## config.mk

```make
export PLATFORM = sky130hd
export DESIGN_NAME = nand_ctrl_top
export DESIGN_NICKNAME = d
export VERILOG_FILES = /design/src/verilog/nand_pkg.sv /design/src/verilog/nand_cmd_decode.sv /design/src/verilog/nand_wait_timer.sv /design/src/verilog/nand_seq_fsm.sv /design/src/verilog/nand_ctrl_top.sv
export SDC_FILE = /design/constraint.sdc
export NUM_CORES = 1
export LEC_CHECK = 0
export BUFFER_PORTS_ARGS = -buffer_cell sky130_fd_sc_hd__buf_2
export CORE_UTILIZATION = 31
export DETAILED_ROUTE_END_ITERATION = 6
export SLEW_MARGIN = 15
export SYNTH_ARGS = -nofsm -noshare
export SYNTH_HDL_FRONTEND = slang
export SYNTH_HIERARCHICAL = 1
export SYNTH_SLANG_ARGS = --single-unit
```

## constraint.sdc

```tcl
create_clock -name clk -period 2.6 [get_ports clk]
set_input_delay 0.13 -clock clk [delete_from_list [all_inputs] [get_ports clk]]
set_output_delay 0.13 -clock clk [all_outputs]
set_load 0.02 [all_outputs]
```

## src/verilog/nand_pkg.sv

```systemverilog
package nand_pkg;

  //////////////////////////////////////////////////////////////////////
  // widths and register map
  //////////////////////////////////////////////////////////////////////

  localparam int REG_ADDR_W = 12;
  localparam int FIFO_CNT_W = 32;
  localparam int FIELD_W    = 12;

  // ID bytes sit at consecutive addresses from the base
  localparam logic [REG_ADDR_W-1:0] REG_ID_BASE = 12'h800;
  localparam logic [REG_ADDR_W-1:0] REG_STATUS  = 12'h806;

  // delays in clk cycles
  localparam int T_CLR_CYC = 3;
  localparam int T_WB_CYC  = 25;
  // counter just wide enough to reach the longer delay
  localparam int TMR_CNT_W = $clog2(T_WB_CYC + 1);

  //////////////////////////////////////////////////////////////////////
  // encodings
  //////////////////////////////////////////////////////////////////////

  typedef enum logic [2:0] {
    OP_NONE, OP_RESET, OP_STATUS, OP_READ_ID, OP_ERASE, OP_PROGRAM, OP_PAGE_READ
  } nand_op_e;

  // flash command bytes
  typedef enum logic [7:0] {
    CMD_READ1   = 8'h00,
    CMD_READ2   = 8'h30,
    CMD_ERASE1  = 8'h60,
    CMD_STATUS  = 8'h70,
    CMD_PROG1   = 8'h80,
    CMD_READ_ID = 8'h90,
    CMD_PROG2   = 8'h10,
    CMD_ERASE2  = 8'hD0,
    CMD_RESET   = 8'hFF
  } nand_cmd_e;

  // cycle kinds understood by the toggle engine
  typedef enum logic [2:0] {
    CYC_CMD     = 3'b000,
    CYC_ADDR    = 3'b001,
    CYC_REG_RD  = 3'b010,
    CYC_DATA_RD = 3'b101,
    CYC_DATA_WR = 3'b111
  } cycle_code_e;

  typedef enum logic [1:0] {
    CAD_DATA = 2'b00,
    CAD_ADDR = 2'b10,
    CAD_CMD  = 2'b11
  } cad_sel_e;

  typedef enum logic [2:0] {
    AMUX_COL1, AMUX_COL2, AMUX_ROW1, AMUX_ROW2, AMUX_ROW3
  } amux_sel_e;

  // sequencer states, grouped by operation
  typedef enum logic [5:0] {
    S_IDLE, S_DECODE, S_DONE,
    S_RST_CL, S_RST_CMD, S_RST_CLR, S_RST_TWB, S_RST_BUSY,
    S_STS_CL, S_STS_CMD, S_STS_CLR, S_STS_TCLR, S_STS_RD,
    S_ID_CL, S_ID_CMD, S_ID_ACL, S_ID_ADDR,
    S_ID_RD0, S_ID_RD1, S_ID_RD2, S_ID_RD3, S_ID_RD4, S_ID_RD5,
    S_ERS_CL, S_ERS_CMD, S_ERS_CL2, S_ERS_CMD2, S_ERS_CLR, S_ERS_TWB, S_ERS_BUSY,
    S_PRG_CL, S_PRG_CMD, S_PRG_CLR, S_PRG_TCLR, S_PRG_BUSY, S_PRG_DATA,
    S_PRG_CL2, S_PRG_CMD2, S_PRG_CLR2, S_PRG_TCLR2, S_PRG_BUSY2,
    S_RD_CL, S_RD_CMD, S_RD_CL2, S_RD_CMD2, S_RD_CLR, S_RD_TCLR, S_RD_BUSY,
    S_RD_DATA, S_RD_DRAIN,
    S_ADR_COL1, S_ADR_COL2, S_ADR_ROW1, S_ADR_ROW2, S_ADR_ROW3
  } seq_state_e;

endpackage

```

## src/verilog/nand_cmd_decode.sv

```systemverilog
`timescale 1ns/10ps

module nand_cmd_decode (
  input  logic              clk,
  input  logic              rstn,
  input  logic              start_i,
  input  logic [15:0]       command_i,
  output nand_pkg::nand_op_e op_o,
  output logic              id_long_o
);

  import nand_pkg::*;

  nand_op_e op_d;

  // match the host word against the supported commands
  always_comb begin
    casez (command_i)
      16'hFF00: op_d = OP_RESET;
      16'h7000: op_d = OP_STATUS;
      // low byte selects the ID length only
      16'h90??: op_d = OP_READ_ID;
      16'h60D0: op_d = OP_ERASE;
      16'h8010: op_d = OP_PROGRAM;
      16'h0030: op_d = OP_PAGE_READ;
      default:  op_d = OP_NONE;
    endcase
  end

  // captured on start, held until the next one
  always_ff @(posedge clk) begin
    if (!rstn) begin
      op_o      <= OP_NONE;
      id_long_o <= 1'b0;
    end else if (start_i) begin
      op_o      <= op_d;
      // 9020 asks for the 6 byte ID
      id_long_o <= command_i[5];
    end
  end

endmodule

```

## src/verilog/nand_wait_timer.sv

```systemverilog
`timescale 1ns/10ps

module nand_wait_timer (
  input  logic clk,
  input  logic rstn,
  input  logic clr_i,
  input  logic run_i,
  output logic tclr_o,
  output logic twb_o
);

  import nand_pkg::*;

  logic [TMR_CNT_W-1:0] cnt_q;
  logic                 cnt_max;

  // stop at the longest delay so both flags stay up
  assign cnt_max = (cnt_q == TMR_CNT_W'(T_WB_CYC));

  always_ff @(posedge clk) begin
    if (!rstn) begin
      cnt_q <= '0;
    end else if (clr_i) begin
      cnt_q <= '0;
    end else if (run_i && !cnt_max) begin
      cnt_q <= cnt_q + 1'b1;
    end
  end

  // level flags, high from the target count onwards
  assign tclr_o = (cnt_q >= TMR_CNT_W'(T_CLR_CYC));
  assign twb_o  = (cnt_q >= TMR_CNT_W'(T_WB_CYC));

endmodule

```

## src/verilog/nand_seq_fsm.sv

```systemverilog
`timescale 1ns/10ps

module nand_seq_fsm (
  input  logic                               clk,
  input  logic                               rstn,
  input  logic                               start_i,
  input  nand_pkg::nand_op_e                 op_i,
  input  logic                               id_long_i,
  input  logic                               rnb_i,
  input  logic                               toggle_done_i,
  input  logic                               interface_i,
  input  logic                               address_num_i,
  input  logic                               page_width_i,
  input  logic [nand_pkg::FIFO_CNT_W-1:0]    fifo_rdata_cnt_i,
  input  logic [nand_pkg::FIELD_W-1:0]       data_field_i,
  input  logic                               tclr_i,
  input  logic                               twb_i,
  output logic                               timer_clr_o,
  output logic                               timer_run_o,
  output logic                               toggle_en_o,
  output nand_pkg::cycle_code_e              cycle_code_o,
  output nand_pkg::nand_cmd_e                cmd_o,
  output logic                               cmd_en_o,
  output logic                               radr_en_o,
  output logic                               cadr_en_o,
  output logic                               acnt_rst_o,
  output logic                               ce_n_o,
  output logic [nand_pkg::REG_ADDR_W-1:0]    reg_addr_o,
  output nand_pkg::cad_sel_e                 cad_sel_o,
  output nand_pkg::amux_sel_e                amux_sel_o,
  output logic                               op_done_o,
  output logic                               flash_read_o,
  output logic                               flash_write_o
);

  import nand_pkg::*;

  seq_state_e state_q;
  seq_state_e state_d;
  seq_state_e addr_tail;
  nand_op_e   op_q;
  logic       id_long_q;
  logic       drain_end;

  // page read finishes once the fifo holds the whole field
  assign drain_end = (fifo_rdata_cnt_i ==
                      ({{(FIFO_CNT_W-FIELD_W){1'b0}}, data_field_i} + FIFO_CNT_W'(1)));

  always_ff @(posedge clk) begin
    if (!rstn) begin
      state_q   <= S_IDLE;
      op_q      <= OP_NONE;
      id_long_q <= 1'b0;
    end else begin
      state_q <= state_d;
      // keep the op for the shared address states
      if (state_q == S_DECODE) begin
        op_q      <= op_i;
        id_long_q <= id_long_i;
      end
    end
  end

  // where the shared address run hands over
  always_comb begin
    case (op_q)
      OP_ERASE:   addr_tail = S_ERS_CL2;
      OP_PROGRAM: addr_tail = S_PRG_CLR;
      default:    addr_tail = interface_i ? S_RD_CL2 : S_RD_CLR;
    endcase
  end

  //////////////////////////////////////////////////////////////////////
  // next state
  //////////////////////////////////////////////////////////////////////

  always_comb begin
    state_d = state_q;
    case (state_q)
      S_IDLE:   if (start_i) state_d = S_DECODE;
      S_DECODE: begin
        case (op_i)
          OP_RESET:     state_d = S_RST_CL;
          OP_STATUS:    state_d = S_STS_CL;
          OP_READ_ID:   state_d = S_ID_CL;
          OP_ERASE:     state_d = S_ERS_CL;
          OP_PROGRAM:   state_d = S_PRG_CL;
          OP_PAGE_READ: state_d = S_RD_CL;
          default:      state_d = S_IDLE;
        endcase
      end
      S_DONE:      state_d = S_IDLE;

      // reset
      S_RST_CL:    state_d = S_RST_CMD;
      S_RST_CMD:   if (toggle_done_i) state_d = S_RST_CLR;
      S_RST_CLR:   state_d = S_RST_TWB;
      S_RST_TWB:   if (twb_i) state_d = S_RST_BUSY;
      S_RST_BUSY:  if (rnb_i) state_d = S_DONE;

      // status read, also the tail of erase and program
      S_STS_CL:    state_d = S_STS_CMD;
      S_STS_CMD:   if (toggle_done_i) state_d = S_STS_CLR;
      S_STS_CLR:   state_d = S_STS_TCLR;
      S_STS_TCLR:  if (tclr_i) state_d = S_STS_RD;
      S_STS_RD:    if (toggle_done_i) state_d = S_DONE;

      // read ID
      S_ID_CL:     state_d = S_ID_CMD;
      S_ID_CMD:    if (toggle_done_i) state_d = S_ID_ACL;
      S_ID_ACL:    state_d = S_ID_ADDR;
      S_ID_ADDR:   if (toggle_done_i) state_d = S_ID_RD0;
      S_ID_RD0:    if (toggle_done_i) state_d = S_ID_RD1;
      S_ID_RD1:    if (toggle_done_i) state_d = S_ID_RD2;
      S_ID_RD2:    if (toggle_done_i) state_d = S_ID_RD3;
      S_ID_RD3:    if (toggle_done_i) state_d = id_long_q ? S_ID_RD4 : S_DONE;
      S_ID_RD4:    if (toggle_done_i) state_d = S_ID_RD5;
      S_ID_RD5:    if (toggle_done_i) state_d = S_DONE;

      // block erase, rows only
      S_ERS_CL:    state_d = S_ERS_CMD;
      S_ERS_CMD:   if (toggle_done_i) state_d = S_ADR_ROW1;
      S_ERS_CL2:   state_d = S_ERS_CMD2;
      S_ERS_CMD2:  if (toggle_done_i) state_d = S_ERS_CLR;
      S_ERS_CLR:   state_d = S_ERS_TWB;
      S_ERS_TWB:   if (twb_i) state_d = S_ERS_BUSY;
      S_ERS_BUSY:  if (rnb_i) state_d = S_STS_CL;

      // page program
      S_PRG_CL:    state_d = S_PRG_CMD;
      S_PRG_CMD:   if (toggle_done_i) state_d = S_ADR_COL1;
      S_PRG_CLR:   state_d = S_PRG_TCLR;
      S_PRG_TCLR:  if (tclr_i) state_d = S_PRG_BUSY;
      S_PRG_BUSY:  if (rnb_i) state_d = S_PRG_DATA;
      S_PRG_DATA:  if (toggle_done_i) state_d = S_PRG_CL2;
      S_PRG_CL2:   state_d = S_PRG_CMD2;
      S_PRG_CMD2:  if (toggle_done_i) state_d = S_PRG_CLR2;
      S_PRG_CLR2:  state_d = S_PRG_TCLR2;
      S_PRG_TCLR2: if (tclr_i) state_d = S_PRG_BUSY2;
      S_PRG_BUSY2: if (rnb_i) state_d = S_STS_CL;

      // page read
      S_RD_CL:     state_d = S_RD_CMD;
      S_RD_CMD:    if (toggle_done_i) state_d = S_ADR_COL1;
      S_RD_CL2:    state_d = S_RD_CMD2;
      S_RD_CMD2:   if (toggle_done_i) state_d = S_RD_CLR;
      S_RD_CLR:    state_d = S_RD_TCLR;
      S_RD_TCLR:   if (tclr_i) state_d = S_RD_BUSY;
      S_RD_BUSY:   if (rnb_i) state_d = S_RD_DATA;
      S_RD_DATA:   if (toggle_done_i) state_d = S_RD_DRAIN;
      S_RD_DRAIN:  if (drain_end) state_d = S_DONE;

      // address bytes, shared by erase, program and page read
      S_ADR_COL1:  if (toggle_done_i) state_d = page_width_i ? S_ADR_COL2 : S_ADR_ROW1;
      S_ADR_COL2:  if (toggle_done_i) state_d = S_ADR_ROW1;
      S_ADR_ROW1:  if (toggle_done_i) state_d = S_ADR_ROW2;
      S_ADR_ROW2:  if (toggle_done_i) state_d = address_num_i ? S_ADR_ROW3 : addr_tail;
      S_ADR_ROW3:  if (toggle_done_i) state_d = addr_tail;
      default:     state_d = S_IDLE;
    endcase
  end

  //////////////////////////////////////////////////////////////////////
  // state decodes
  //////////////////////////////////////////////////////////////////////

  always_comb begin
    timer_clr_o   = 1'b0;
    timer_run_o   = 1'b0;
    toggle_en_o   = 1'b0;
    cycle_code_o  = CYC_CMD;
    cmd_o         = CMD_READ1;
    cmd_en_o      = 1'b0;
    radr_en_o     = 1'b0;
    cadr_en_o     = 1'b0;
    acnt_rst_o    = 1'b0;
    ce_n_o        = 1'b1;
    reg_addr_o    = '0;
    cad_sel_o     = CAD_CMD;
    amux_sel_o    = AMUX_COL1;
    op_done_o     = 1'b0;
    flash_read_o  = 1'b0;
    flash_write_o = 1'b0;
    case (state_q)
      S_DECODE: acnt_rst_o = 1'b1;
      S_DONE:   op_done_o = 1'b1;

      // command latch, one cycle each
      S_RST_CL: begin
        cmd_en_o = 1'b1;
        cmd_o    = CMD_RESET;
      end
      S_STS_CL: begin
        cmd_en_o = 1'b1;
        cmd_o    = CMD_STATUS;
      end
      S_ID_CL: begin
        cmd_en_o = 1'b1;
        cmd_o    = CMD_READ_ID;
      end
      // 00h goes out as the ID address byte
      S_ID_ACL: begin
        cmd_en_o = 1'b1;
        cmd_o    = CMD_READ1;
      end
      S_ERS_CL: begin
        cmd_en_o  = 1'b1;
        cmd_o     = CMD_ERASE1;
        radr_en_o = 1'b1;
      end
      S_ERS_CL2: begin
        cmd_en_o = 1'b1;
        cmd_o    = CMD_ERASE2;
      end
      S_PRG_CL: begin
        cmd_en_o  = 1'b1;
        cmd_o     = CMD_PROG1;
        radr_en_o = 1'b1;
        cadr_en_o = 1'b1;
      end
      S_PRG_CL2: begin
        cmd_en_o = 1'b1;
        cmd_o    = CMD_PROG2;
      end
      S_RD_CL: begin
        cmd_en_o  = 1'b1;
        cmd_o     = CMD_READ1;
        radr_en_o = 1'b1;
        cadr_en_o = 1'b1;
      end
      S_RD_CL2: begin
        cmd_en_o = 1'b1;
        cmd_o    = CMD_READ2;
      end

      // command bus cycles
      S_RST_CMD, S_STS_CMD, S_ID_CMD, S_ERS_CMD, S_ERS_CMD2,
      S_PRG_CMD, S_PRG_CMD2, S_RD_CMD, S_RD_CMD2: toggle_en_o = 1'b1;

      S_ID_ADDR: begin
        toggle_en_o  = 1'b1;
        cycle_code_o = CYC_ADDR;
      end
      S_ADR_COL1, S_ADR_COL2, S_ADR_ROW1, S_ADR_ROW2, S_ADR_ROW3: begin
        toggle_en_o  = 1'b1;
        cycle_code_o = CYC_ADDR;
        cad_sel_o    = CAD_ADDR;
        case (state_q)
          S_ADR_COL2: amux_sel_o = AMUX_COL2;
          S_ADR_ROW1: amux_sel_o = AMUX_ROW1;
          S_ADR_ROW2: amux_sel_o = AMUX_ROW2;
          S_ADR_ROW3: amux_sel_o = AMUX_ROW3;
          default:    amux_sel_o = AMUX_COL1;
        endcase
      end

      // delay timer
      S_RST_CLR, S_STS_CLR, S_ERS_CLR, S_PRG_CLR2: timer_clr_o = 1'b1;
      S_RST_TWB, S_STS_TCLR, S_ERS_TWB, S_PRG_TCLR, S_PRG_TCLR2: timer_run_o = 1'b1;
      // reload the column address before the data phase
      S_PRG_CLR: begin
        timer_clr_o = 1'b1;
        acnt_rst_o  = 1'b1;
        cadr_en_o   = 1'b1;
      end
      // CE stays low from the wait through the data read
      S_RD_CLR: begin
        timer_clr_o = 1'b1;
        ce_n_o      = 1'b0;
      end
      S_RD_TCLR: begin
        timer_run_o = 1'b1;
        ce_n_o      = 1'b0;
      end
      S_RD_BUSY: ce_n_o = 1'b0;

      // register reads
      S_STS_RD: begin
        toggle_en_o  = 1'b1;
        cycle_code_o = CYC_REG_RD;
        reg_addr_o   = REG_STATUS;
      end
      S_ID_RD0, S_ID_RD1, S_ID_RD2, S_ID_RD3, S_ID_RD4, S_ID_RD5: begin
        toggle_en_o  = 1'b1;
        cycle_code_o = CYC_REG_RD;
        case (state_q)
          S_ID_RD1: reg_addr_o = REG_ID_BASE + 12'd1;
          S_ID_RD2: reg_addr_o = REG_ID_BASE + 12'd2;
          S_ID_RD3: reg_addr_o = REG_ID_BASE + 12'd3;
          S_ID_RD4: reg_addr_o = REG_ID_BASE + 12'd4;
          S_ID_RD5: reg_addr_o = REG_ID_BASE + 12'd5;
          default:  reg_addr_o = REG_ID_BASE;
        endcase
      end

      // page data
      S_PRG_DATA: begin
        toggle_en_o   = 1'b1;
        cycle_code_o  = CYC_DATA_WR;
        cad_sel_o     = CAD_DATA;
        flash_write_o = 1'b1;
      end
      S_RD_DATA: begin
        toggle_en_o  = 1'b1;
        cycle_code_o = CYC_DATA_RD;
        cad_sel_o    = CAD_DATA;
        flash_read_o = 1'b1;
        ce_n_o       = 1'b0;
      end
      S_RD_DRAIN: flash_read_o = 1'b1;
      default: ;
    endcase
  end

endmodule

```

## src/verilog/nand_ctrl_top.sv

```systemverilog
`timescale 1ns/10ps

module nand_ctrl_top (
  input  logic                               clk,
  input  logic                               rstn,
  input  logic                               start_i,
  input  logic [15:0]                        command_i,
  input  logic                               rnb_i,
  input  logic                               toggle_done_i,
  input  logic                               interface_i,
  input  logic                               address_num_i,
  input  logic                               page_width_i,
  input  logic [nand_pkg::FIFO_CNT_W-1:0]    fifo_rdata_cnt_i,
  input  logic [nand_pkg::FIELD_W-1:0]       data_field_i,
  output logic                               toggle_en_o,
  output nand_pkg::cycle_code_e              cycle_code_o,
  output nand_pkg::nand_cmd_e                cmd_o,
  output logic                               cmd_en_o,
  output logic                               radr_en_o,
  output logic                               cadr_en_o,
  output logic                               acnt_rst_o,
  output logic                               ce_n_o,
  output logic [nand_pkg::REG_ADDR_W-1:0]    reg_addr_o,
  output nand_pkg::cad_sel_e                 cad_sel_o,
  output nand_pkg::amux_sel_e                amux_sel_o,
  output logic                               op_done_o,
  output logic                               flash_read_o,
  output logic                               flash_write_o
);

  import nand_pkg::*;

  nand_op_e op;
  logic     id_long;
  logic     timer_clr;
  logic     timer_run;
  logic     tclr_done;
  logic     twb_done;

  // host command, one cycle ahead of the decode state
  nand_cmd_decode u_decode (
    .clk       (clk),
    .rstn      (rstn),
    .start_i   (start_i),
    .command_i (command_i),
    .op_o      (op),
    .id_long_o (id_long)
  );

  // tCLR and tWB gaps
  nand_wait_timer u_timer (
    .clk    (clk),
    .rstn   (rstn),
    .clr_i  (timer_clr),
    .run_i  (timer_run),
    .tclr_o (tclr_done),
    .twb_o  (twb_done)
  );

  nand_seq_fsm u_fsm (
    .clk              (clk),
    .rstn             (rstn),
    .start_i          (start_i),
    .op_i             (op),
    .id_long_i        (id_long),
    .rnb_i            (rnb_i),
    .toggle_done_i    (toggle_done_i),
    .interface_i      (interface_i),
    .address_num_i    (address_num_i),
    .page_width_i     (page_width_i),
    .fifo_rdata_cnt_i (fifo_rdata_cnt_i),
    .data_field_i     (data_field_i),
    .tclr_i           (tclr_done),
    .twb_i            (twb_done),
    .timer_clr_o      (timer_clr),
    .timer_run_o      (timer_run),
    .toggle_en_o      (toggle_en_o),
    .cycle_code_o     (cycle_code_o),
    .cmd_o            (cmd_o),
    .cmd_en_o         (cmd_en_o),
    .radr_en_o        (radr_en_o),
    .cadr_en_o        (cadr_en_o),
    .acnt_rst_o       (acnt_rst_o),
    .ce_n_o           (ce_n_o),
    .reg_addr_o       (reg_addr_o),
    .cad_sel_o        (cad_sel_o),
    .amux_sel_o       (amux_sel_o),
    .op_done_o        (op_done_o),
    .flash_read_o     (flash_read_o),
    .flash_write_o    (flash_write_o)
  );

endmodule

```

; ---- After elaboration in Yosys (flattened, before gate mapping)
; Index checks and enable logic that the tools add are counted.
[word_totals]
regBits = 19
input_bits = 68
out_inout_bits = 37
wordCells = 196
[op_classes]
addsub = 2
n_lt_le_gt_ge = 2
eq_ne = 103
mux = 59
bitwise = 1
reduce_logical = 23
[op_table]
columns = operator, n
row1 = $pmux 6 s50, 1
row2 = $mux 6, 34
row3 = $eq 6x6->1 const B, 23
row4 = $eq 6x5->1 const B, 16
row5 = $pmux 8 s8, 1
row6 = $ne 2x2->1 const B, 28
row7 = $eq 6x4->1 const B, 8
row8 = $pmux 6 s6, 1
row9 = $reduce_and 33->1, 1
row10 = $eq 16x15->1 const B, 2
row11 = $eq 16x16->1 const B, 2
row12 = $eq 32x32->1, 1
row13 = $eq 6x3->1 const B, 4
row14 = $pmux 12 s2, 1
row15 = $pmux 3 s4, 2
row16 = $reduce_or 24->1, 1
row17 = $reduce_or 6->1, 4
row18 = $pmux 3 s6, 1
row19 = $eq 16x6->1 const B, 1
row20 = $reduce_or 2->1, 8
row21 = $eq 3x3->1 const B, 5
row22 = $pmux 3 s5, 1
row23 = $add 12x1->13 const B, 1
row24 = $eq 6x2->1 const B, 2
row25 = other kinds (23), 41

; ---- Depth between registers and ports, before layout
; Gate-level depths: netlist (run 1).
[logic_depth]
word_depth = 5
ltp_mapped = 12
depth_no_buf = 10

; ---- Hierarchy
; Netlist (run 1), hierarchy kept.
[by_module_without_submodules]
columns = module, instances, cells_each, area_per_inst_um2, seq_area_each_um2
row1 = nand_seq_fsm, 1, 419, 2696.3, 200.2
row2 = nand_cmd_decode, 1, 32, 292.8, 80.1
row3 = nand_wait_timer, 1, 33, 280.3, 100.1

; ---- Worst setup path after synthesis (run 1)
; OpenSTA, ideal clock, no wires.
[synth_path]
kind = register -> register
startpoint = register u_fsm.state_q[5]
endpoint = register u_timer.cnt_q[2]
setup_ps = 70
t_arrival_ps = 2332
required_time_ps = 2530
path_slack_ps = 198
path_stages_with_launch = 11
path_buffers = 5
period_less_slack_ps = 2402
cell_sequence = dfxtp_1 buf_2 buf_4 buf_2 clkbuf_1 clkbuf_1 a32oi_1 o22ai_1 nand2_1 a311o_1 a21oi_1
[synth_via]
elab_chain_cells = 4
word_cells_on_any_way = 18
cone_classes = eq/ne (12) / mux (2) / reduce/logical (4)
[synth_lines]
columns = element, line
row1 = "start, declared", nand_seq_fsm.sv:38  ; seq_state_e state_q;
row2 = "start signal, assigned", nand_seq_fsm.sv:55  ; state_q <= state_d;
row3 = "$eq 6x3->1, or another cell as far along", nand_seq_fsm.sv:184  ; case (state_q)
row4 = $reduce_or 6->1 (no line) *, n/a
row5 = $mux 1 *, nand_seq_fsm.sv:184
row6 = via timer_run, nand_ctrl_top.sv:36  ; logic timer_run;
row7 = $logic_and 1x1->1 *, nand_wait_timer.sv:25  ; end else if (run_i && !cnt_max) begin
row8 = "end signal, assigned", nand_wait_timer.sv:26  ; cnt_q <= cnt_q + 1'b1;
row9 = "end, declared", nand_wait_timer.sv:14  ; logic [TMR_CNT_W-1:0] cnt_q;
; The timed path passes the listed nets; every way through them passes the cells marked *.
; A chain may end at the register's enable or synchronous reset.

; ---- Final worst setup path (run 1)
[layout_path]
startpoint = register u_fsm.state_q[3]
endpoint = output port cmd_o[6]
[layout_via]
elab_chain_cells = 2
word_cells_on_any_way = 9
cone_classes = eq/ne (8) / mux (1)
[layout_lines]
columns = element, line
row1 = "$eq 6x6->1, or another cell as far along", nand_seq_fsm.sv:184
row2 = $pmux 8 s8 *, nand_seq_fsm.sv:184
row3 = "end, declared", nand_ctrl_top.sv:17  ; output nand_pkg::nand_cmd_e cmd_o,
; Mark *: on every way between the ends. The rest lies on a longest branch, timed or not.

==> impl_metrics.toml, run 1 <==
[outcome]
outcome = "finished with violations"
violations = "DRC"

[sta]
fmax_ghz = 0.4060
timing.final.max_slew_violations = 0
hold_ws_ns = 0.2075
layout_min_cycle_time_ns = 2.463
rsz0062_at_grt = "no"
slew-limit-headroom_pct = 57.78
finalSetupViolCount = 0
skew_ns = 0.01031
period_share_pct = 94.74
tightest_slew_ns = 0.6321
fin_tns_setup_ns = 0
final_hold_viol_count = 0

[cells_and_area]
drive_gt1_share_pct = 27.77
final_area_sq_mm = 0.004043
fill_cells = 1122
final_common_cell = "buf_2"
antennaDiodeCount = 0
area_growth_pct = 23.65
post-route-util_pct = 39.34
fin_nets = 659
multi_input_area_sq_mm = 0.002620
layout_common_cells = "buf_2, nand2_1, nor2_1, buf_4, o21ai_0"
regArea_sq_um = 385.4

[worst_setup_path]
cp.depth = 8
r2r-end = "u_fsm/state_q[4]"
start_kind = "flop"
path_cells = "buf_4, inv_1, buf_4, nor3_1, a31oi_1, o22a_1, nor2_1, buf_2"
worstPathRequired_ns = 2.47
worst_ep_arrival_time_ns = 2.33
crit_type = "reg2out"
cp_max_fo = 18
reg2reg_from = "u_fsm/state_q[5]"
crit_path_end = "cmd_o[6]"
endpoint_kind = "output pin"
rr_worst_depth = 7
critPathSlowestCell = "dfxtp_2"
crit_top_cell = "buf_4"
slowest_delay_ns = 0.53
cp.buffers_inverters = 4
path_delay_family = "buffers and inverters"
r2r_slack_ns = 0.19
startpoint = "u_fsm/state_q[3]"

[global_routing]
overflow = 0
grt_max_degree = 27
grt_pass1_wl_um = 19610
grt_pass1_vias = 3986
track_usage_pct = 21.57
antenna_found_initial = 0

[clocking]
cts_tree = "done"
clkSlewWorstSetupHoldPaths_ns = 0.08
postCtsSetupBuffers = 0
htreeDepth = 1
worstSkewPairLatency_ns = 0.26
cts_buffer_depth = 2
root_buffer = "clkbuf_8"
clock-sinks = 19
numCtsBuffers = 3

[detailed_routing]
wl_per_cell_um = 16.57
drc = 2
wl_um = 11980
via_per_inst = 5.877
postRouteAntennaNets = 0
via_count = 4249
firstDrtPassIters = 6
drt_iter0_markers = 348

[floorplanning]
fp.dieH_um = 104.7
start_util_pct = 31.81
core_area_sq_mm = 0.01028
die_x_um = 104.7
io_pins = 105
die-area_sq_mm = 0.01096
placementRows = 37

[logic_synthesis]
ys_seq_area_share_pct = 11.63
syn_area_sq_mm = 0.003269
synth.distinct_cells = 80
synth_top_area_cell = "dfxtp_1"
ys.flop_type = "dfxtp_1"
synth-edff-count = 0
yosysWarnings = 6
ys_ff_latch = 19
synth_top_area_share_pct = 11.63
ys_top_cells_by_area = "dfxtp_1, o21ai_0, nand2_1"
postSynthAreaPerCell_sq_um = 6.755
synthArstFlopShare_pct = 0
syn_inst = 484

[job]
cap_violations = 0

[power]
power.leakage_nw = 1.608
power_mw = 2.800
powerDensity_mw_per_mm2 = 692.6
ir_drop_uv = 246.5

[worst_hold_path]
hp-class = "in2reg"

[placed_design]
globalplace.congestion = 0.9416
io_buffers = 96
hpwl_um = 9580
dpl_cell_area_sq_mm = 0.003990
-- report_power, final --
part	switching (mW)	total [mW]	internal, mW
clock	0.0991	0.208	0.109
sequential	0.139	0.477	0.338
combinational	1.30	2.11	0.818
total	1.53	2.80	1.27
-- layer usage --
layer / share of wire, % / vias to the layer above / wire length (um) / GRT usage (%)
met1: 43 / 1973 / 5139 / 28.91
met4: 2.5 / 0 / 299 / 7.746
met5: 0 / - / 0 / 0
met3: 8.4 / 29 / 1008 / 1.684
li1: - / 2030 / - / -
met2: 46 / 217 / 5531 / 36.09
-- area by class of cell --
type,instances,share of cell area (%)
Clock buffer,4,1.114
Inverter,13,1.207
Multi-Input combinational cell,416,64.81
Sequential cell,19,9.533
Tap cell,136,4.209
Timing Repair Buffer,135,19.13
-- synth_stat cells, drive strengths merged, types with 6 or more instances --
master / n
nand2: 46
nor2: 45
o21ai: 36
buf: 34
a21oi: 28
nand3: 22
dfxtp: 19
nor3: 16
nand2b: 15
inv: 13
nor4: 13
nand4: 12
a31oi: 11
xnor2: 11
nor2b: 10
and2: 9
clkbuf: 9
a32oi: 8
xor2: 8
nand4b: 7
and3: 6
nor3b: 6
-- worst min path at each step --
stage	depth (start not counted)	end	from
finish	3	u_decode/op_o[2]	start_i
global route	3	u_decode/op_o[2]	start_i
CTS	3	u_decode/op_o[2]	start_i
detailed placement	2	u_fsm/id_long_q	u_decode/id_long_o
global placement	2	u_fsm/id_long_q	u_decode/id_long_o
floorplan	1	u_decode/id_long_o	rstn
-- state kept, by name, summed over array words and instances (netlist names) --
name / flops
u_fsm/op_q: 3
u_timer/cnt_q: 5
u_decode/id_long_o: 1
u_fsm/id_long_q: 1
u_decode/op_o: 3
u_fsm/state_q: 6
-- worst register-to-register path, delay by kind of cell (launching register included) --
| family | cells | cell delay, ns |
|---|---|---|
| simple gates | 2 | 0.38 |
| buf+inv | 1 | 0.23 |
| flops | 1 | 0.69 |
| compound gates | 4 | 0.97 |
-- cell families after synthesis --
family	count (synthesis)	synth area share [%]
buffers and inverters	56	9.108
xor gates and xnor gates	19	5.320
AOI/OAI and AO/OA	150	32.42
and+or+nand+nor	233	39.34
DFF	19	11.63
other	1	0.1147
muxes	2	0.6123
adders and majority gates	4	1.454
-- through the flow --
step / std cells / setup slack (ns)
finish: 723 / 0.1368
global route: 723 / 0.01003
CTS: 723 / 0.02042
detailed placement: 719 / 0.2092
global placement: 719 / 0.2540
floorplan: 491 / 0.1985
-- repair_timing --
item / 4_1_cts / 5_1_grt
gates resized for setup: 1 / 4
endpoints found under the hold margin: 0 / 0
endpoints found under the setup margin: 1 / 12
hold buffers: 0 / 0
(Power assumes the default switching activity.)
==> run 2, diff against run 1 <==
--- a/config.mk
+++ b/config.mk
@@ -6,8 +6,11 @@
 export NUM_CORES = 1
 export LEC_CHECK = 0
 export BUFFER_PORTS_ARGS = -buffer_cell sky130_fd_sc_hd__buf_2
-export CORE_UTILIZATION = 31
+export CELL_PAD_IN_SITES_DETAIL_PLACEMENT = 2
+export CELL_PAD_IN_SITES_GLOBAL_PLACEMENT = 2
+export CORE_UTILIZATION = 25
 export DETAILED_ROUTE_END_ITERATION = 6
+export PLACE_DENSITY_LB_ADDON = 0.1
 export SLEW_MARGIN = 15
 export SYNTH_ARGS = -nofsm -noshare
 export SYNTH_HDL_FRONTEND = slang
==> run 2 against run 1 <==
  * The run now ends clean
  * Non-clock buffer count rose by 10
  * Global-route usage rose by 1.3 points
  * Power rose by 13%
  * Clock power rose by 57%
  * Cell count rose by 6.4%
==> impl_metrics.toml, run 2 (synthesis gave the netlist of run 1 again) <==
[cells_and_area]
final_common_cell = "buf_2"
antennaDiodeCount = 0
drive_gt1_share_pct = 28.81
post-route-util_pct = 33.20
fill_cells = 1603
final_area_sq_mm = 0.004207
largest_reg_flops = 6
reg_top3 = "u_fsm/state_q: 6 flops, u_timer/cnt_q: 5 flops"
multi_input_area_sq_mm = 0.002618
area_growth_pct = 28.66
largest-register = "u_fsm/state_q"
layout_common_cells = "buf_2, buf_4, nor2_1, nand2_1, o21ai_0"
regArea_sq_um = 385.4
fin_nets = 669

[clocking]
clkSlewWorstSetupHoldPaths_ns = 0.06
clock-sinks = 19
postCtsSetupBuffers = 0
cts_tree = "done"
htreeDepth = 1
worstSkewPairLatency_ns = 0.25
numCtsBuffers = 3
root_buffer = "clkbuf_16"
cts_buffer_depth = 2

[outcome]
outcome = "finished clean"

[detailed_routing]
drc = 0
wl_um = 15100
via_count = 4206
wl_per_cell_um = 19.64
firstDrtPassIters = 4
drt_iter0_markers = 164
via_per_inst = 5.469
postRouteAntennaNets = 0

[placed_design]
io_buffers = 96
hpwl_um = 12480
globalplace.congestion = 0.8290
dpl_cell_area_sq_mm = 0.004123

[worst_setup_path]
endpoint_kind = "flop"
cp_max_fo = 17
worst_ep_arrival_time_ns = 2.53
worstPathRequired_ns = 2.75
crit_type = "reg2reg"
r2r_slack_ns = 0.22
start_kind = "flop"

[global_routing]
grt_max_degree = 21
overflow = 0
antenna_found_initial = 0
track_usage_pct = 22.88
grt_pass1_wl_um = 24130
grt_pass1_vias = 4417

[sta]
timing.final.max_slew_violations = 0
slew-limit-headroom_pct = 48.44
final_hold_viol_count = 0
fin_tns_setup_ns = 0
layout_min_cycle_time_ns = 2.380
skew_ns = 0.006353
rsz0062_at_grt = "no"
finalSetupViolCount = 0
fmax_ghz = 0.4202
period_share_pct = 91.53
tightest_slew_ns = 0.7538

[floorplanning]
io_pins = 105
fp.dieH_um = 116.4
core_area_sq_mm = 0.01267
die_x_um = 116.4
die-area_sq_mm = 0.01354
start_util_pct = 25.80
placementRows = 41

[power]
powerDensity_mw_per_mm2 = 752.1
power.leakage_nw = 1.675
ir_drop_uv = 237.6

[job]
cap_violations = 0

[worst_hold_path]
hp-class = "in2reg"
## run 2: changes by cell type in the layout (fill, tap and decap cells not counted)
cell | before | now
nor2_1 | 44 | 45
clkbuf_8 | 3 | 0
buf_12 | 0 | 1
clkbuf_16 | 0 | 3
buf_4 | 39 | 48
nor2_2 | 1 | 0
## run 2: routing by layer
metal	part of all wire, %	vias up	GRT usage (%)
met5	0	-	0
met4	1.8	0	5.385
met3	3.4	19	1.713
met2	48	98	39.17
met1	47	2043	31.07
li1	-	2046	-
## run 2: power breakdown
| part | total (mW) | switching [mW] | internal, mW |
|---|---|---|---|
| Combinational | 2.35 | 1.42 | 0.928 |
| Clock | 0.326 | 0.117 | 0.209 |
| Sequential | 0.491 | 0.152 | 0.339 |
| Total | 3.16 | 1.69 | 1.48 |
## run 2: worst paths after layout
path              cells after the start               end               start
setup / recovery                      9  u_fsm/state_q[3]    u_fsm/state_q[0]
hold / removal                        3  u_decode/op_o[2]             start_i
setup reg to reg                      9  u_fsm/state_q[3]    u_fsm/state_q[0]
hold reg to reg                       2   u_fsm/id_long_q  u_decode/id_long_o
## run 2: cell type report
class,instances,share of cell area (%)
clock buffer,4,1.874
inverter,13,1.160
multi-input combinational,416,62.22
sequential,19,9.161
tap,172,5.116
timing repair buffer,145,20.46
## run 2: metrics by stage
step / power, mW / cells / hold WS [ns] / setup slack, ns
after floorplan: 1.849 / 491 / 0.2582 / 0.1985
after detailed placement: 2.822 / 765 / 0.4606 / 0.08019
final: 3.164 / 769 / 0.2060 / 0.2203
after CTS: 3.161 / 769 / 0.2155 / 0.03328
after global routing: 3.392 / 769 / 0.2453 / 0.06948
after global placement: 2.779 / 765 / 0.4539 / 0.1365
## run 2: repair_timing
action / 4_1_cts / 5_1_grt
resized for setup: 0 / 4
hold buffers: 0 / 0
endpoints found under the hold margin: 0 / 0
endpoints found under the setup margin: 0 / 11
## run 2: critical path: stages, from the launching register on
cell and delay, ns:
dfxtp_2 0.43, buf_4 0.21, and3_1 0.23, o211ai_1 0.23
a31oi_1 0.13, buf_4 0.18, a2111oi_4 0.33, buf_4 0.22
nor2_1 0.05, a311oi_1 0.25
==> run 3, diff against run 2 <==
--- a/config.mk
+++ b/config.mk
@@ -8,9 +8,11 @@
 export BUFFER_PORTS_ARGS = -buffer_cell sky130_fd_sc_hd__buf_2
 export CELL_PAD_IN_SITES_DETAIL_PLACEMENT = 2
 export CELL_PAD_IN_SITES_GLOBAL_PLACEMENT = 2
+export CORE_MARGIN = 3
 export CORE_UTILIZATION = 25
+export CTS_BUF_LIST = sky130_fd_sc_hd__clkbuf_8
 export DETAILED_ROUTE_END_ITERATION = 6
-export PLACE_DENSITY_LB_ADDON = 0.1
+export PLACE_DENSITY = 0.83
 export SLEW_MARGIN = 15
 export SYNTH_ARGS = -nofsm -noshare
 export SYNTH_HDL_FRONTEND = slang
==> run 3 against run 2 <==
  * Power down 4.8%
  * Largest cell class unchanged
  * Critical path type unchanged
  * Clock skew hardly changed
  * Sequential power fell by 3%
  * Maximum frequency decreased by 2.6%
  * Combinational power barely moved
==> impl_metrics.toml, run 3 (synthesis gave the netlist of run 1 again) <==
[detailed_routing]
postRouteAntennaNets = 0
drt_iter0_markers = 293
via_per_inst = 5.650
wl_um = 15360
wl_per_cell_um = 20.23
via_count = 4288
firstDrtPassIters = 5
drc = 0

[floorplanning]
placementRows = 41
die-area_sq_mm = 0.01449
start_util_pct = 25.70
core_area_sq_mm = 0.01272
io_pins = 105
die_x_um = 120.4
fp.dieH_um = 120.4

[worst_setup_path]
worstPathRequired_ns = 2.74
crit_type = "reg2reg"
cp.buffers_inverters = 2
worst_ep_arrival_time_ns = 2.58
path_delay_family = "compound AO/OA/AOI/OAI gates"
start_kind = "flop"
r2r-end = "u_fsm/state_q[1]"
endpoint_kind = "flop"
critPathSlowestCell = "a31oi_1"
slowest_delay_ns = 0.44
reg2reg_from = "u_fsm/state_q[5]"
path_cells = "buf_12, nor2b_1, o211ai_1, a31oi_1, buf_4, nor2_1, a21oi_1, a21oi_1"
crit_top_cell = "a21oi_1"
cp_max_fo = 45
rr_worst_depth = 8
r2r_slack_ns = 0.16

[placed_design]
globalplace.congestion = 0.9467
hpwl_um = 12680
io_buffers = 96

[power]
pwr-share-clk_pct = 7.0
powerDensity_mw_per_mm2 = 729.5
ir_drop_uv = 251.8
power.leakage_nw = 1.622
power.switching_mw = 1.690
internal_power_mw = 1.321
seqPwrFrac_pct = 15.8
power_mw = 3.012
combPwrFrac_pct = 77.2
p_sw_share_pct = 56.13

[worst_hold_path]
min-delay-start = "start_i"
hold-path-endpoint = "u_decode/op_o[2]"
hp-class = "in2reg"
hold_path_depth = 3

[cells_and_area]
layout_common_cells = "buf_2, nand2_1, nor2_1, buf_4, o21ai_0"
largest-register = "u_fsm/state_q"
area_growth_pct = 26.29
fin_nets = 659
reg_top3 = "u_fsm/state_q: 6 flops, u_timer/cnt_q: 5 flops"
drive_gt1_share_pct = 27.94
largest_reg_flops = 6
final_common_cell = "buf_2"
antennaDiodeCount = 0

[sta]
layout_min_cycle_time_ns = 2.444
final_hold_viol_count = 0
hold_ws_ns = 0.1915
finalSetupViolCount = 0
slew-limit-headroom_pct = 54.98
skew_ns = 0.005929
period_share_pct = 93.98
tightest_slew_ns = 0.6691
rsz0062_at_grt = "no"
fmax_ghz = 0.4092
timing.final.max_slew_violations = 0

[clocking]
clkSlewWorstSetupHoldPaths_ns = 0.08
cts_tree = "done"
numCtsBuffers = 3
cts_buffer_depth = 2
clock-sinks = 19
worstSkewPairLatency_ns = 0.26
htreeDepth = 1
root_buffer = "clkbuf_8"

[outcome]
outcome = "finished clean"

[global_routing]
antenna_found_initial = 0
overflow = 0
grt_pass1_wl_um = 24580
grt_pass1_vias = 4513
track_usage_pct = 20.81
grt_max_degree = 46

[job]
cap_violations = 0
-- run 3: layer usage --
layer	global-route usage, %	wire length, um	part of all wire, %	up-vias
li1	-	-	-	2018
met1	27.43	6421	42	2097
met2	36.74	7774	51	147
met3	2.152	839	5.5	26
met4	4.533	319	2.1	0
met5	0	0	0	-
-- run 3: worst max-delay path by stage --
stage                     cells after the start          endpoint              from  slack [ns]
final                                         8  u_fsm/state_q[1]  u_fsm/state_q[5]        0.16
after global routing                          8  u_fsm/state_q[1]  u_fsm/state_q[5]       0.004
after CTS                                     7  u_fsm/state_q[1]  u_fsm/state_q[4]        0.07
after detailed placement                      7  u_fsm/state_q[1]  u_fsm/state_q[1]       -0.01
after global placement                        7  u_fsm/state_q[2]  u_fsm/state_q[1]        0.12
after floorplan                              10  u_timer/cnt_q[2]  u_fsm/state_q[5]        0.20
-- run 3: worst min-delay path, cell delays in order --
cell	delay, ns
buf_2	0.15
nand3_1	0.08
o21ai_1	0.05
-- run 3: power groups by stage --
stage | clock network (mW) | logic, mW | registers (mW)
global route | 0.234 | 2.52 | 0.486
CTS | 0.217 | 2.30 | 0.466
global placement | 0 | 2.18 | 0.462
floorplan | 0 | 1.48 | 0.367
detailed placement | 0 | 2.28 | 0.471
finish | 0.212 | 2.32 | 0.475
-- run 3: layout make-up --
cell class | count | area (sq um)
clock buffer | 3 | 41.29
clock inverter | 1 | 5.005
fill | 1589 | 8593
inverter | 13 | 48.80
multi-input combinational | 416 | 2620
sequential | 19 | 387.9
tap | 172 | 215.2
timing repair buffer | 135 | 810.8
-- run 3: what timing repair did --
| action | in CTS | in global routing |
|---|---|---|
| hold buffers | 0 | 0 |
| buffers inserted | 0 | 0 |
| resized for setup | 3 | 3 |
| endpoints found under the setup margin | 3 | 6 |
-- run 3: per-stage QoR --
stage | instances | utilization, % | setup slack (ns) | cell area, sq um | setup TNS (ns)
6_report | 759 | 32.45 | 0.1565 | 4129 | 0
2_1_floorplan | 491 | - | 0.1985 | 3296 | 0
3_3_place_gp | 755 | 32.01 | 0.1220 | 4073 | 0
4_1_cts | 759 | 32.42 | 0.07127 | 4124 | 0
3_5_place_dp | 755 | 32.01 | -0.01124 | 4073 | -0.01124
5_1_grt | 759 | 32.45 | 0.004010 | 4129 | 0
